File: config.mk
export PLATFORM = sky130hd
export DESIGN_NAME = mm_top
export DESIGN_NICKNAME = d
export VERILOG_FILES = /design/src/mm_cfg_pkg.sv /design/src/mm_bus_pkg.sv /design/src/mm_top.sv /design/src/mm_apb_regs.sv /design/src/mm_operand_mem.sv /design/src/mm_mem_arbiter.sv /design/src/mm_operand_fetch.sv /design/src/mm_systolic_array.sv /design/src/mm_pe.sv
export SDC_FILE = /design/constraint.sdc
export NUM_CORES = 2
export LEC_CHECK = 0
export BUFFER_PORTS_ARGS = -buffer_cell sky130_fd_sc_hd__buf_2
export CAP_MARGIN = 10
export CORE_ASPECT_RATIO = 0.8
export CORE_MARGIN = 2
export CORE_UTILIZATION = 30
export CTS_BUF_LIST = sky130_fd_sc_hd__clkbuf_8
export DETAILED_ROUTE_END_ITERATION = 8
export PLACE_DENSITY = 0.44
export SLEW_MARGIN = 20
export SYNTH_ARGS = -nofsm -noshare
export SYNTH_HDL_FRONTEND = slang
export SYNTH_HIERARCHICAL = 1
export SYNTH_SLANG_ARGS = --single-unit
File: constraint.sdc
create_clock -name clk -period 5.3 [get_ports clk]
set_input_delay 1.06 -clock clk [delete_from_list [all_inputs] [get_ports clk]]
set_output_delay 1.06 -clock clk [all_outputs]
set_load 0.05 [all_outputs]
File: src/mm_cfg_pkg.sv
package mm_cfg_pkg;

  // array geometry and element width
  localparam int MM_N  = 4;
  localparam int MM_NW = $clog2(MM_N);
  localparam int MM_DW = 8;

  // operand memory holds the A columns then the B rows
  localparam int MM_MEM_DEPTH = 2 * MM_N;
  localparam int MM_MEM_AW    = $clog2(MM_MEM_DEPTH);

  // pe pipeline is input reg, product reg, accumulator
  localparam int MM_MAC_LAT = 3;

  // first streamed beat to result capture
  localparam int MM_DRAIN  = 3 * MM_N + MM_MAC_LAT;
  localparam int MM_RUN_CW = $clog2(MM_DRAIN + 1);

  typedef logic signed [MM_DW-1:0]   mm_elem_t;
  typedef logic signed [2*MM_DW-1:0] mm_prod_t;

  // one memory word, element k in byte k
  typedef mm_elem_t [MM_N-1:0] mm_lane_t;

  // result matrix, row i is lane i
  typedef mm_lane_t [MM_N-1:0] mm_res_t;

  typedef logic [MM_MEM_AW-1:0] mm_addr_t;
  typedef logic [MM_RUN_CW-1:0] mm_run_cnt_t;

endpackage
File: src/mm_bus_pkg.sv
package mm_bus_pkg;

  localparam int APB_AW = 8;
  localparam int APB_DW = 32;

  typedef logic [APB_AW-1:0] apb_addr_t;

  typedef struct packed {
    logic              psel;
    logic              penable;
    logic              pwrite;
    apb_addr_t         paddr;
    logic [APB_DW-1:0] pwdata;
  } apb_req_t;

  typedef struct packed {
    logic [APB_DW-1:0] prdata;
    logic              pready;
    logic              pslverr;
  } apb_rsp_t;

  // one access to the shared operand memory
  typedef struct packed {
    logic                 valid;
    logic                 write;
    mm_cfg_pkg::mm_addr_t addr;
    mm_cfg_pkg::mm_lane_t wdata;
  } mem_req_t;

  // register map
  localparam apb_addr_t REG_CTRL      = 8'h00;
  localparam apb_addr_t REG_STATUS    = 8'h04;
  localparam apb_addr_t REG_OPND_BASE = 8'h10;
  localparam apb_addr_t REG_RES_BASE  = 8'h30;
  localparam apb_addr_t REG_OPND_END  =
    REG_OPND_BASE + apb_addr_t'(4 * mm_cfg_pkg::MM_MEM_DEPTH);
  localparam apb_addr_t REG_RES_END   = REG_RES_BASE + apb_addr_t'(4 * mm_cfg_pkg::MM_N);

  localparam int CTRL_START_BIT  = 0;
  localparam int STATUS_BUSY_BIT = 0;
  localparam int STATUS_DONE_BIT = 1;

endpackage

File: src/mm_top.sv
`timescale 1ns/1ps

module mm_top (
  input  logic                 clk,
  input  logic                 reset,
  input  mm_bus_pkg::apb_req_t i_apb,
  output mm_bus_pkg::apb_rsp_t o_apb,
  output logic                 o_irq
);

  mm_bus_pkg::mem_req_t host_req;
  mm_bus_pkg::mem_req_t eng_req;
  mm_bus_pkg::mem_req_t mem_req;
  logic                 host_gnt;
  logic                 eng_gnt;
  logic                 rd_owner;
  mm_cfg_pkg::mm_lane_t rd_data;

  logic                 start;
  logic                 busy;
  logic                 clear;
  logic                 beat_valid;
  mm_cfg_pkg::mm_lane_t beat_a;
  mm_cfg_pkg::mm_lane_t beat_b;
  logic                 res_valid;
  mm_cfg_pkg::mm_res_t  res;

  mm_apb_regs u_regs (
    .clk         (clk),
    .reset       (reset),
    .i_apb       (i_apb),
    .o_apb       (o_apb),
    .o_start     (start),
    .i_busy      (busy),
    .o_host_req  (host_req),
    .i_host_gnt  (host_gnt),
    .i_rd_data   (rd_data),
    .i_rd_owner  (rd_owner),
    .i_res_valid (res_valid),
    .i_res       (res),
    .o_irq       (o_irq)
  );

  mm_mem_arbiter u_arb (
    .clk        (clk),
    .reset      (reset),
    .i_eng_req  (eng_req),
    .i_host_req (host_req),
    .o_eng_gnt  (eng_gnt),
    .o_host_gnt (host_gnt),
    .o_mem_req  (mem_req),
    .o_rd_owner (rd_owner)
  );

  mm_operand_mem u_mem (
    .clk       (clk),
    .i_req     (mem_req),
    .o_rd_data (rd_data)
  );

  mm_operand_fetch u_fetch (
    .clk          (clk),
    .reset        (reset),
    .i_start      (start),
    .o_eng_req    (eng_req),
    .i_eng_gnt    (eng_gnt),
    .i_rd_data    (rd_data),
    .o_busy       (busy),
    .o_clear      (clear),
    .o_beat_valid (beat_valid),
    .o_beat_a     (beat_a),
    .o_beat_b     (beat_b),
    .i_res_valid  (res_valid)
  );

  mm_systolic_array u_array (
    .clk          (clk),
    .reset        (reset),
    .i_beat_valid (beat_valid),
    .i_clear      (clear),
    .i_beat_a     (beat_a),
    .i_beat_b     (beat_b),
    .o_res_valid  (res_valid),
    .o_res        (res)
  );

endmodule

File: src/mm_apb_regs.sv
`timescale 1ns/1ps

module mm_apb_regs (
  input  logic                 clk,
  input  logic                 reset,
  input  mm_bus_pkg::apb_req_t i_apb,
  output mm_bus_pkg::apb_rsp_t o_apb,
  output logic                 o_start,
  input  logic                 i_busy,
  output mm_bus_pkg::mem_req_t o_host_req,
  input  logic                 i_host_gnt,
  input  mm_cfg_pkg::mm_lane_t i_rd_data,
  input  logic                 i_rd_owner,
  input  logic                 i_res_valid,
  input  mm_cfg_pkg::mm_res_t  i_res,
  output logic                 o_irq
);

  logic                  access;
  logic                  aligned;
  logic                  hit_ctrl;
  logic                  hit_status;
  logic                  hit_opnd;
  logic                  hit_res;
  mm_bus_pkg::apb_addr_t opnd_off;
  mm_bus_pkg::apb_addr_t res_off;
  logic                  status_rd;

  logic                  done_q;
  logic                  busy_q;
  logic                  gnt_q;
  mm_cfg_pkg::mm_res_t   res_q;

  assign access  = i_apb.psel && i_apb.penable;
  assign aligned = (i_apb.paddr[1:0] == 2'b00);

  assign hit_ctrl   = (i_apb.paddr == mm_bus_pkg::REG_CTRL);
  assign hit_status = (i_apb.paddr == mm_bus_pkg::REG_STATUS);
  assign hit_opnd   = aligned && (i_apb.paddr >= mm_bus_pkg::REG_OPND_BASE) &&
                      (i_apb.paddr < mm_bus_pkg::REG_OPND_END);
  assign hit_res    = aligned && (i_apb.paddr >= mm_bus_pkg::REG_RES_BASE) &&
                      (i_apb.paddr < mm_bus_pkg::REG_RES_END);

  assign opnd_off = i_apb.paddr - mm_bus_pkg::REG_OPND_BASE;
  assign res_off  = i_apb.paddr - mm_bus_pkg::REG_RES_BASE;

  // operand window, held off for the whole run
  always_comb begin
    o_host_req       = '0;
    o_host_req.valid = access && hit_opnd && !gnt_q && !i_busy;
    o_host_req.write = i_apb.pwrite;
    o_host_req.addr  = opnd_off[2 +: mm_cfg_pkg::MM_MEM_AW];
    o_host_req.wdata = i_apb.pwdata;
  end

  always_comb begin
    o_apb     = '0;
    o_start   = 1'b0;
    status_rd = 1'b0;
    if (access) begin
      if (hit_ctrl) begin
        o_apb.pready = 1'b1;
        if (i_apb.pwrite && i_apb.pwdata[mm_bus_pkg::CTRL_START_BIT]) begin
          // start during a run is refused
          if (i_busy) begin
            o_apb.pslverr = 1'b1;
          end else begin
            o_start = 1'b1;
          end
        end
      end else if (hit_status) begin
        o_apb.pready = 1'b1;
        o_apb.prdata[mm_bus_pkg::STATUS_BUSY_BIT] = i_busy;
        o_apb.prdata[mm_bus_pkg::STATUS_DONE_BIT] = done_q;
        status_rd = !i_apb.pwrite;
      end else if (hit_opnd) begin
        // completes the cycle after the grant, with the memory read data
        o_apb.pready = gnt_q;
        if (gnt_q && !i_apb.pwrite && i_rd_owner) begin
          o_apb.prdata = i_rd_data;
        end
      end else if (hit_res) begin
        o_apb.pready = 1'b1;
        if (!i_apb.pwrite) begin
          o_apb.prdata = res_q[res_off[2 +: mm_cfg_pkg::MM_NW]];
        end
      end else begin
        o_apb.pready  = 1'b1;
        o_apb.pslverr = 1'b1;
      end
    end
  end

  // run end is the falling edge of busy
  assign o_irq = busy_q && !i_busy;

  always_ff @(posedge clk) begin
    if (reset) begin
      done_q <= 1'b0;
      busy_q <= 1'b0;
      gnt_q  <= 1'b0;
      res_q  <= '0;
    end else begin
      busy_q <= i_busy;
      gnt_q  <= o_host_req.valid && i_host_gnt;
      // a new completion beats a clear from the same read
      if (o_irq) begin
        done_q <= 1'b1;
      end else if (status_rd) begin
        done_q <= 1'b0;
      end
      if (i_res_valid) begin
        res_q <= i_res;
      end
    end
  end

endmodule

File: src/mm_operand_mem.sv
`timescale 1ns/1ps

module mm_operand_mem (
  input  logic                 clk,
  input  mm_bus_pkg::mem_req_t i_req,
  output mm_cfg_pkg::mm_lane_t o_rd_data
);

  mm_cfg_pkg::mm_lane_t mem_q [mm_cfg_pkg::MM_MEM_DEPTH];
  mm_cfg_pkg::mm_lane_t rd_q;

  // single port, read data registered
  always_ff @(posedge clk) begin
    if (i_req.valid) begin
      if (i_req.write) begin
        mem_q[i_req.addr] <= i_req.wdata;
      end else begin
        rd_q <= mem_q[i_req.addr];
      end
    end
  end

  assign o_rd_data = rd_q;

endmodule

File: src/mm_mem_arbiter.sv
`timescale 1ns/1ps

module mm_mem_arbiter (
  input  logic                 clk,
  input  logic                 reset,
  input  mm_bus_pkg::mem_req_t i_eng_req,
  input  mm_bus_pkg::mem_req_t i_host_req,
  output logic                 o_eng_gnt,
  output logic                 o_host_gnt,
  output mm_bus_pkg::mem_req_t o_mem_req,
  output logic                 o_rd_owner
);

  logic rd_owner_q;

  // engine always wins, host only gets idle cycles
  assign o_eng_gnt  = i_eng_req.valid;
  assign o_host_gnt = i_host_req.valid && !i_eng_req.valid;

  always_comb begin
    if (i_eng_req.valid) begin
      o_mem_req = i_eng_req;
    end else begin
      o_mem_req = i_host_req;
    end
  end

  // 1 means the pending read belongs to the host
  always_ff @(posedge clk) begin
    if (reset) begin
      rd_owner_q <= 1'b0;
    end else if (o_mem_req.valid && !o_mem_req.write) begin
      rd_owner_q <= o_host_gnt;
    end
  end

  assign o_rd_owner = rd_owner_q;

endmodule

File: src/mm_operand_fetch.sv
`timescale 1ns/1ps

module mm_operand_fetch (
  input  logic                 clk,
  input  logic                 reset,
  input  logic                 i_start,
  output mm_bus_pkg::mem_req_t o_eng_req,
  input  logic                 i_eng_gnt,
  input  mm_cfg_pkg::mm_lane_t i_rd_data,
  output logic                 o_busy,
  output logic                 o_clear,
  output logic                 o_beat_valid,
  output mm_cfg_pkg::mm_lane_t o_beat_a,
  output mm_cfg_pkg::mm_lane_t o_beat_b,
  input  logic                 i_res_valid
);

  typedef enum logic [1:0] {
    ST_IDLE,
    ST_FETCH,
    ST_STREAM,
    ST_WAIT
  } state_t;

  state_t               state_q;
  mm_cfg_pkg::mm_addr_t cnt_q;
  logic                 rd_pend_q;
  mm_cfg_pkg::mm_addr_t rd_addr_q;
  mm_cfg_pkg::mm_lane_t opnd_q [mm_cfg_pkg::MM_MEM_DEPTH];

  always_comb begin
    o_eng_req       = '0;
    o_eng_req.valid = (state_q == ST_FETCH);
    o_eng_req.addr  = cnt_q;
  end

  always_ff @(posedge clk) begin
    if (reset) begin
      state_q   <= ST_IDLE;
      cnt_q     <= '0;
      rd_pend_q <= 1'b0;
      rd_addr_q <= '0;
    end else begin
      rd_pend_q <= o_eng_req.valid && i_eng_gnt;
      rd_addr_q <= cnt_q;
      case (state_q)
        ST_IDLE: begin
          if (i_start) begin
            state_q <= ST_FETCH;
            cnt_q   <= '0;
          end
        end
        ST_FETCH: begin
          if (i_eng_gnt) begin
            if (cnt_q == mm_cfg_pkg::mm_addr_t'(mm_cfg_pkg::MM_MEM_DEPTH - 1)) begin
              state_q <= ST_STREAM;
              cnt_q   <= '0;
            end else begin
              cnt_q <= cnt_q + 1'b1;
            end
          end
        end
        ST_STREAM: begin
          if (cnt_q == mm_cfg_pkg::mm_addr_t'(mm_cfg_pkg::MM_N - 1)) begin
            state_q <= ST_WAIT;
          end else begin
            cnt_q <= cnt_q + 1'b1;
          end
        end
        ST_WAIT: begin
          if (i_res_valid) begin
            state_q <= ST_IDLE;
          end
        end
        default: state_q <= ST_IDLE;
      endcase
    end
  end

  // read data lands one cycle after the granted request
  always_ff @(posedge clk) begin
    if (rd_pend_q) begin
      opnd_q[rd_addr_q] <= i_rd_data;
    end
  end

  // beat t pairs A column t with B row t
  assign o_beat_valid = (state_q == ST_STREAM);
  assign o_beat_a     = opnd_q[cnt_q];
  assign o_beat_b     = opnd_q[cnt_q + mm_cfg_pkg::mm_addr_t'(mm_cfg_pkg::MM_N)];

  assign o_busy  = (state_q != ST_IDLE);
  assign o_clear = (state_q == ST_IDLE) && i_start;

endmodule

File: src/mm_systolic_array.sv
`timescale 1ns/1ps

module mm_systolic_array (
  input  logic                 clk,
  input  logic                 reset,
  input  logic                 i_beat_valid,
  input  logic                 i_clear,
  input  mm_cfg_pkg::mm_lane_t i_beat_a,
  input  mm_cfg_pkg::mm_lane_t i_beat_b,
  output logic                 o_res_valid,
  output mm_cfg_pkg::mm_res_t  o_res
);

  mm_cfg_pkg::mm_lane_t a_in;
  mm_cfg_pkg::mm_lane_t b_in;
  mm_cfg_pkg::mm_lane_t a_dly [1:mm_cfg_pkg::MM_N-1];
  mm_cfg_pkg::mm_lane_t b_dly [1:mm_cfg_pkg::MM_N-1];

  // a moves right, b moves down
  mm_cfg_pkg::mm_elem_t a_h [mm_cfg_pkg::MM_N][mm_cfg_pkg::MM_N+1];
  mm_cfg_pkg::mm_elem_t b_v [mm_cfg_pkg::MM_N+1][mm_cfg_pkg::MM_N];
  mm_cfg_pkg::mm_elem_t c_grid [mm_cfg_pkg::MM_N][mm_cfg_pkg::MM_N];

  logic                    run_q;
  mm_cfg_pkg::mm_run_cnt_t cnt_q;
  logic                    res_valid_q;
  mm_cfg_pkg::mm_res_t     res_q;

  // idle beats carry zeros so no stray products reach the accumulators
  assign a_in = i_beat_valid ? i_beat_a : '0;
  assign b_in = i_beat_valid ? i_beat_b : '0;

  // skew lines, stage d holds the lane d cycles late
  always_ff @(posedge clk) begin
    if (reset) begin
      for (int d = 1; d < mm_cfg_pkg::MM_N; d++) begin
        a_dly[d] <= '0;
        b_dly[d] <= '0;
      end
    end else begin
      a_dly[1] <= a_in;
      b_dly[1] <= b_in;
      for (int d = 2; d < mm_cfg_pkg::MM_N; d++) begin
        a_dly[d] <= a_dly[d-1];
        b_dly[d] <= b_dly[d-1];
      end
    end
  end

  for (genvar i = 0; i < mm_cfg_pkg::MM_N; i++) begin : g_row
    // row i of a and column i of b enter i cycles late
    if (i == 0) begin : g_edge
      assign a_h[i][0] = a_in[i];
      assign b_v[0][i] = b_in[i];
    end else begin : g_skew
      assign a_h[i][0] = a_dly[i][i];
      assign b_v[0][i] = b_dly[i][i];
    end

    for (genvar j = 0; j < mm_cfg_pkg::MM_N; j++) begin : g_col
      mm_pe u_pe (
        .clk     (clk),
        .reset   (reset),
        .i_a     (a_h[i][j]),
        .i_b     (b_v[i][j]),
        .i_clear (i_clear),
        .o_a     (a_h[i][j+1]),
        .o_b     (b_v[i+1][j]),
        .o_c     (c_grid[i][j])
      );
    end
  end

  // run counter, cnt_q equals k in the k-th cycle after the first beat
  always_ff @(posedge clk) begin
    if (reset) begin
      run_q       <= 1'b0;
      cnt_q       <= '0;
      res_valid_q <= 1'b0;
      res_q       <= '0;
    end else begin
      res_valid_q <= 1'b0;
      if (!run_q) begin
        if (i_beat_valid) begin
          run_q <= 1'b1;
          cnt_q <= mm_cfg_pkg::mm_run_cnt_t'(1);
        end
      end else if (cnt_q == mm_cfg_pkg::mm_run_cnt_t'(mm_cfg_pkg::MM_DRAIN - 1)) begin
        run_q       <= 1'b0;
        cnt_q       <= '0;
        res_valid_q <= 1'b1;
        for (int i = 0; i < mm_cfg_pkg::MM_N; i++) begin
          for (int j = 0; j < mm_cfg_pkg::MM_N; j++) begin
            res_q[i][j] <= c_grid[i][j];
          end
        end
      end else begin
        cnt_q <= cnt_q + 1'b1;
      end
    end
  end

  assign o_res_valid = res_valid_q;
  assign o_res       = res_q;

endmodule

File: src/mm_pe.sv
`timescale 1ns/1ps

module mm_pe (
  input  logic                 clk,
  input  logic                 reset,
  input  mm_cfg_pkg::mm_elem_t i_a,
  input  mm_cfg_pkg::mm_elem_t i_b,
  input  logic                 i_clear,
  output mm_cfg_pkg::mm_elem_t o_a,
  output mm_cfg_pkg::mm_elem_t o_b,
  output mm_cfg_pkg::mm_elem_t o_c
);

  mm_cfg_pkg::mm_elem_t a_q;
  mm_cfg_pkg::mm_elem_t b_q;
  mm_cfg_pkg::mm_prod_t prod_q;
  mm_cfg_pkg::mm_elem_t sat;
  mm_cfg_pkg::mm_elem_t acc_q;
  logic [mm_cfg_pkg::MM_DW:0] prod_hi;

  // sign bit plus everything above the int8 range
  assign prod_hi = prod_q[2*mm_cfg_pkg::MM_DW-1 -: mm_cfg_pkg::MM_DW+1];

  // clamp the product to int8
  always_comb begin
    if (prod_hi == '0 || prod_hi == '1) begin
      sat = prod_q[mm_cfg_pkg::MM_DW-1:0];
    end else if (prod_q[2*mm_cfg_pkg::MM_DW-1]) begin
      sat = {1'b1, {(mm_cfg_pkg::MM_DW-1){1'b0}}};
    end else begin
      sat = {1'b0, {(mm_cfg_pkg::MM_DW-1){1'b1}}};
    end
  end

  always_ff @(posedge clk) begin
    if (reset) begin
      a_q    <= '0;
      b_q    <= '0;
      prod_q <= '0;
      acc_q  <= '0;
    end else begin
      a_q    <= i_a;
      b_q    <= i_b;
      prod_q <= a_q * b_q;
      // wrapping 8-bit sum
      if (i_clear) begin
        acc_q <= '0;
      end else begin
        acc_q <= acc_q + sat;
      end
    end
  end

  assign o_a = a_q;
  assign o_b = b_q;
  assign o_c = acc_q;

endmodule

==> run_results.csv <==
group,metric,value,unit
status,status,"finished, final reports clean",
timing,setup_viol,0,
floorplan,ios,80,
clocking,clock-sinks,1558,
place,dpl.hpwl,204,mm
timing,worstMarginPinSlew,1.12,ns
detailed_routing,ant_nets,0,
cells_and_area,drive_gt1_frac,0.0991,
power_and_ir_drop,powerDensity,230,nW/um2
timing,relSlewSlack,0.254,
worst_setup_path,crit_fanout,9,
global_routing,grt_usage,0.159,
logic_synthesis,synth_cell_type_count,74,
hold_path,hold_path.class,"in2reg",
worst_setup_path,rr_worst_depth,13,
power_and_ir_drop,worst_ir_drop_vdd,0.270,mV
global_routing,grt_max_degree,130,
clocking,clk_pin_slew,0.06,ns
detailed_routing,vias,66900,
timing,tns,0,ns
timing,finalHoldViolCount,0,
worst_setup_path,timing.rr.start,"u_array/g_row[3].g_col[0].u_pe/o_a[1]",
logic_synthesis,synth_edf_count,544,
cells_and_area,final_nets,11200,
hold_path,min-delay-start,"i_apb[27]",
logic_synthesis,avgSynthCellArea,10.7,um2
hold_path,hold_depth,2,
timing,fin_worst_skew,0.0813,ns
global_routing,grt_pass1_vias,71000,
power_and_ir_drop,intPower,19600,uW
cells_and_area,stdcell_count,14400,
place,dp.cells,13900,
power_and_ir_drop,clkPwrFrac,0.450,
power_and_ir_drop,swShare,0.245,
floorplan,rows,191,
global_routing,grt_pass1_wl,429,mm
worst_setup_path,worstPathRequired,6.12,ns
timing,fin_ws,0.662,ns
clocking,cts.hold.buffers_added,0,
worst_setup_path,endpoint_kind,"register",
floorplan,die_y,526,um
global_routing,antenna_found_initial,13,
clocking,cts_made_buffers,284,
clocking,cts_resized,0,
timing,finalCriticalPeriod,4.64,ns
place,dp_slack,0.762,ns
floorplan,coreArea,338000,um2
power_and_ir_drop,p_leak,0.0485,uW
timing,finalCritPeriodShare,0.875,
logic_synthesis,ys_seq_area_frac,0.359,
logic_synthesis,syn_area,102000,um2
detailed_routing,wl_per_cell,19.0,um
place,placed_area,107000,um2
place,gp_congestion,0.808,
floorplan,die_w,656,um
worst_setup_path,r2r_setup_slack,0.66,ns
global_routing,grt_overflow,0,
clocking,clk_path_buf_depth,4,
place,io_buffers,79,
job,cap_violations,0,
clocking,root_buffer,"clkbuf_8",
cells_and_area,fin_area,113000,um2
worst_setup_path,crit_path_start,"u_array/g_row[3].g_col[0].u_pe/o_a[1]",
worst_setup_path,startpoint_type,"register",
timing,slew_violations,0,
logic_synthesis,netlist_instances,9525,
detailed_routing,drt_wl_total,275,mm
cells_and_area,fin_util,0.334,
detailed_routing,remaining_drc_errors,0,
cells_and_area,multi_input_area,58800,um2
cells_and_area,syn_to_final_growth,10.9,%
floorplan,die_area,345000,um2
logic_synthesis,synthFlopType,"dfxtp_1",
worst_setup_path,crit_type,"reg2reg",
power_and_ir_drop,comb_power_share,0.057,
logic_synthesis,async_flop_share,0,
logic_synthesis,yosysWarnings,6,
power_and_ir_drop,sequentialPowerShare,0.493,
detailed_routing,dr.first_iter.drc_count,3487,
clocking,post_cts.repair.setup_buffers,0,
logic_synthesis,synth-seq-cells,1558,
clocking,htreeDepth,5,
cells_and_area,ff_latch_area,36600,um2
timing,grt_setup_unrepaired,"false",
detailed_routing,drt_first_pass_iters,6,
clocking,cts_tree,"yes",
cells_and_area,nFillCells,34500,
clocking,clkLatencyLatePin,1.00,ns
floorplan,initial_core_util,0.301,
worst_setup_path,critPathArrivalTime,5.46,ns
power_and_ir_drop,power_switching,6360,uW
detailed_routing,viasPerCell,4.63,
timing,fmax,0.216,GHz
-- worst max-delay path, cell delays in order, from the launching register on --
cell and delay (ns):
dfxtp_1 0.63, nand2_1 0.14, fa_1 0.51, fa_1 0.51, inv_1 0.05, fa_1 0.50, inv_1 0.06, fa_1 0.49
inv_1 0.05, ha_1 0.35, nand4_1 0.23, a2111oi_0 0.61, o21ai_0 0.19, a21oi_1 0.19
-- stage by stage --
step / power, uW / hold slack (ns)
2_1_floorplan: 14100 / 0.414
3_3_place_gp: 14500 / 0.422
3_5_place_dp: 14600 / 0.427
4_1_cts: 26500 / 0.309
5_1_grt: 27100 / 0.369
6_report: 26000 / 0.426
-- layout by cell type (no fill, tap or decap), types with 18 or more instances in the layout --
master	instances
fa_1	896
xnor2_1	173
inv_1	1404
conb_1	33
nand4_1	70
edfxtp_1	544
o21ai_0	205
buf_4	106
mux2_4	19
or3_1	70
nand2b_1	57
nand2_1	809
clkinv_2	26
nor3_1	186
nor4_1	21
and2_1	774
a21o_1	85
buf_2	77
xor2_1	48
nor3b_1	33
a211oi_1	46
ha_1	585
mux4_1	94
mux2i_1	153
nor2_1	368
clkbuf_8	331
or4_1	44
nor2b_1	505
nand4b_1	35
mux2_2	96
o21a_1	79
mux4_2	128
dfxtp_1	1009
nand3_1	97
a21oi_1	354
a21oi_2	18
-- registers in the layout, indices dropped and copies added, names as in the netlist, 3 cells and up, named ones only --
signal / flops
u_array/b_dly: 48
u_mem/o_rd_data: 32
u_regs/res_q: 128
u_array/cnt_q: 4
u_fetch/cnt_q: 3
u_array/g_row.g_col.u_pe/o_b: 128
u_array/a_dly: 48
u_array/g_row.g_col.u_pe/prod_q: 256
u_array/o_res: 128
u_array/g_row.g_col.u_pe/o_a: 128
u_fetch/rd_addr_q: 3
u_mem/mem_q: 256
u_fetch/opnd_q: 256
u_array/g_row.g_col.u_pe/o_c: 128
-- per-layer routing --
layer	up-vias	track usage	wire length (um)
met5	-	0	0
met1	33800	0.226	134000
met4	0	0.0403	6640
li1	31700	-	-
met2	1047	0.255	124000
met3	339	0.0203	9950
-- synthesized netlist by cell type (79+ instances only) --
cell,count,area [um2]
mux2i_1,153,1530
a21o_1,85,638
mux2_2,96,1080
nor3_1,190,951
edfxtp_1,544,16300
o21ai_0,205,1030
clkbuf_1,147,552
and2_1,775,4850
ha_1,586,7330
a21oi_1,354,1770
inv_1,1317,4940
mux4_1,94,2470
nor2_1,380,1430
o21a_1,79,593
dfxtp_1,1014,20300
nand2_1,809,3040
buf_4,81,608
nor2b_1,507,3170
fa_1,896,17900
mux4_2,128,2880
xnor2_1,173,1520
nand3_1,97,485
-- final cells by class --
type	instances	area share
multi-input cells	6337	0.520
flip-flops and latches	1558	0.324
well taps	4535	0.0502
inverters	1318	0.0437
clock buffers	331	0.0403
repair buffers	196	0.0127
clock inverters	153	0.00952
diodes	7	0.000155
-- power groups by stage --
stage	sequential, uW	combinational [uW]	clock, uW
after floorplan	13000	1080	0
after global placement	13000	1480	0
after detailed placement	13100	1510	0
after CTS	12800	1520	12100
after global routing	12800	1620	12600
final	12800	1480	11700
-- cells by family after synthesis --
logic type,count (synthesis),synth area share
AOI/OAI and AO/OA,914,0.0568
muxes,490,0.0809
xor gates and xnor gates,225,0.0195
DFF,1558,0.359
other,1,0.0000368
adders and majority gates,1482,0.248
and+or+nand+nor,3193,0.169
buffers and inverters,1662,0.0672
-- worst paths after layout --
path | to
hold reg to reg | u_array/g_row[0].g_col[3].u_pe/o_b[5]
setup / recovery | u_array/g_row[3].g_col[0].u_pe/prod_q[15]
setup reg to reg | u_array/g_row[3].g_col[0].u_pe/prod_q[15]
hold / removal | u_mem/mem_q[2][27]
No activity file was read; power rests on OpenSTA's default activity.
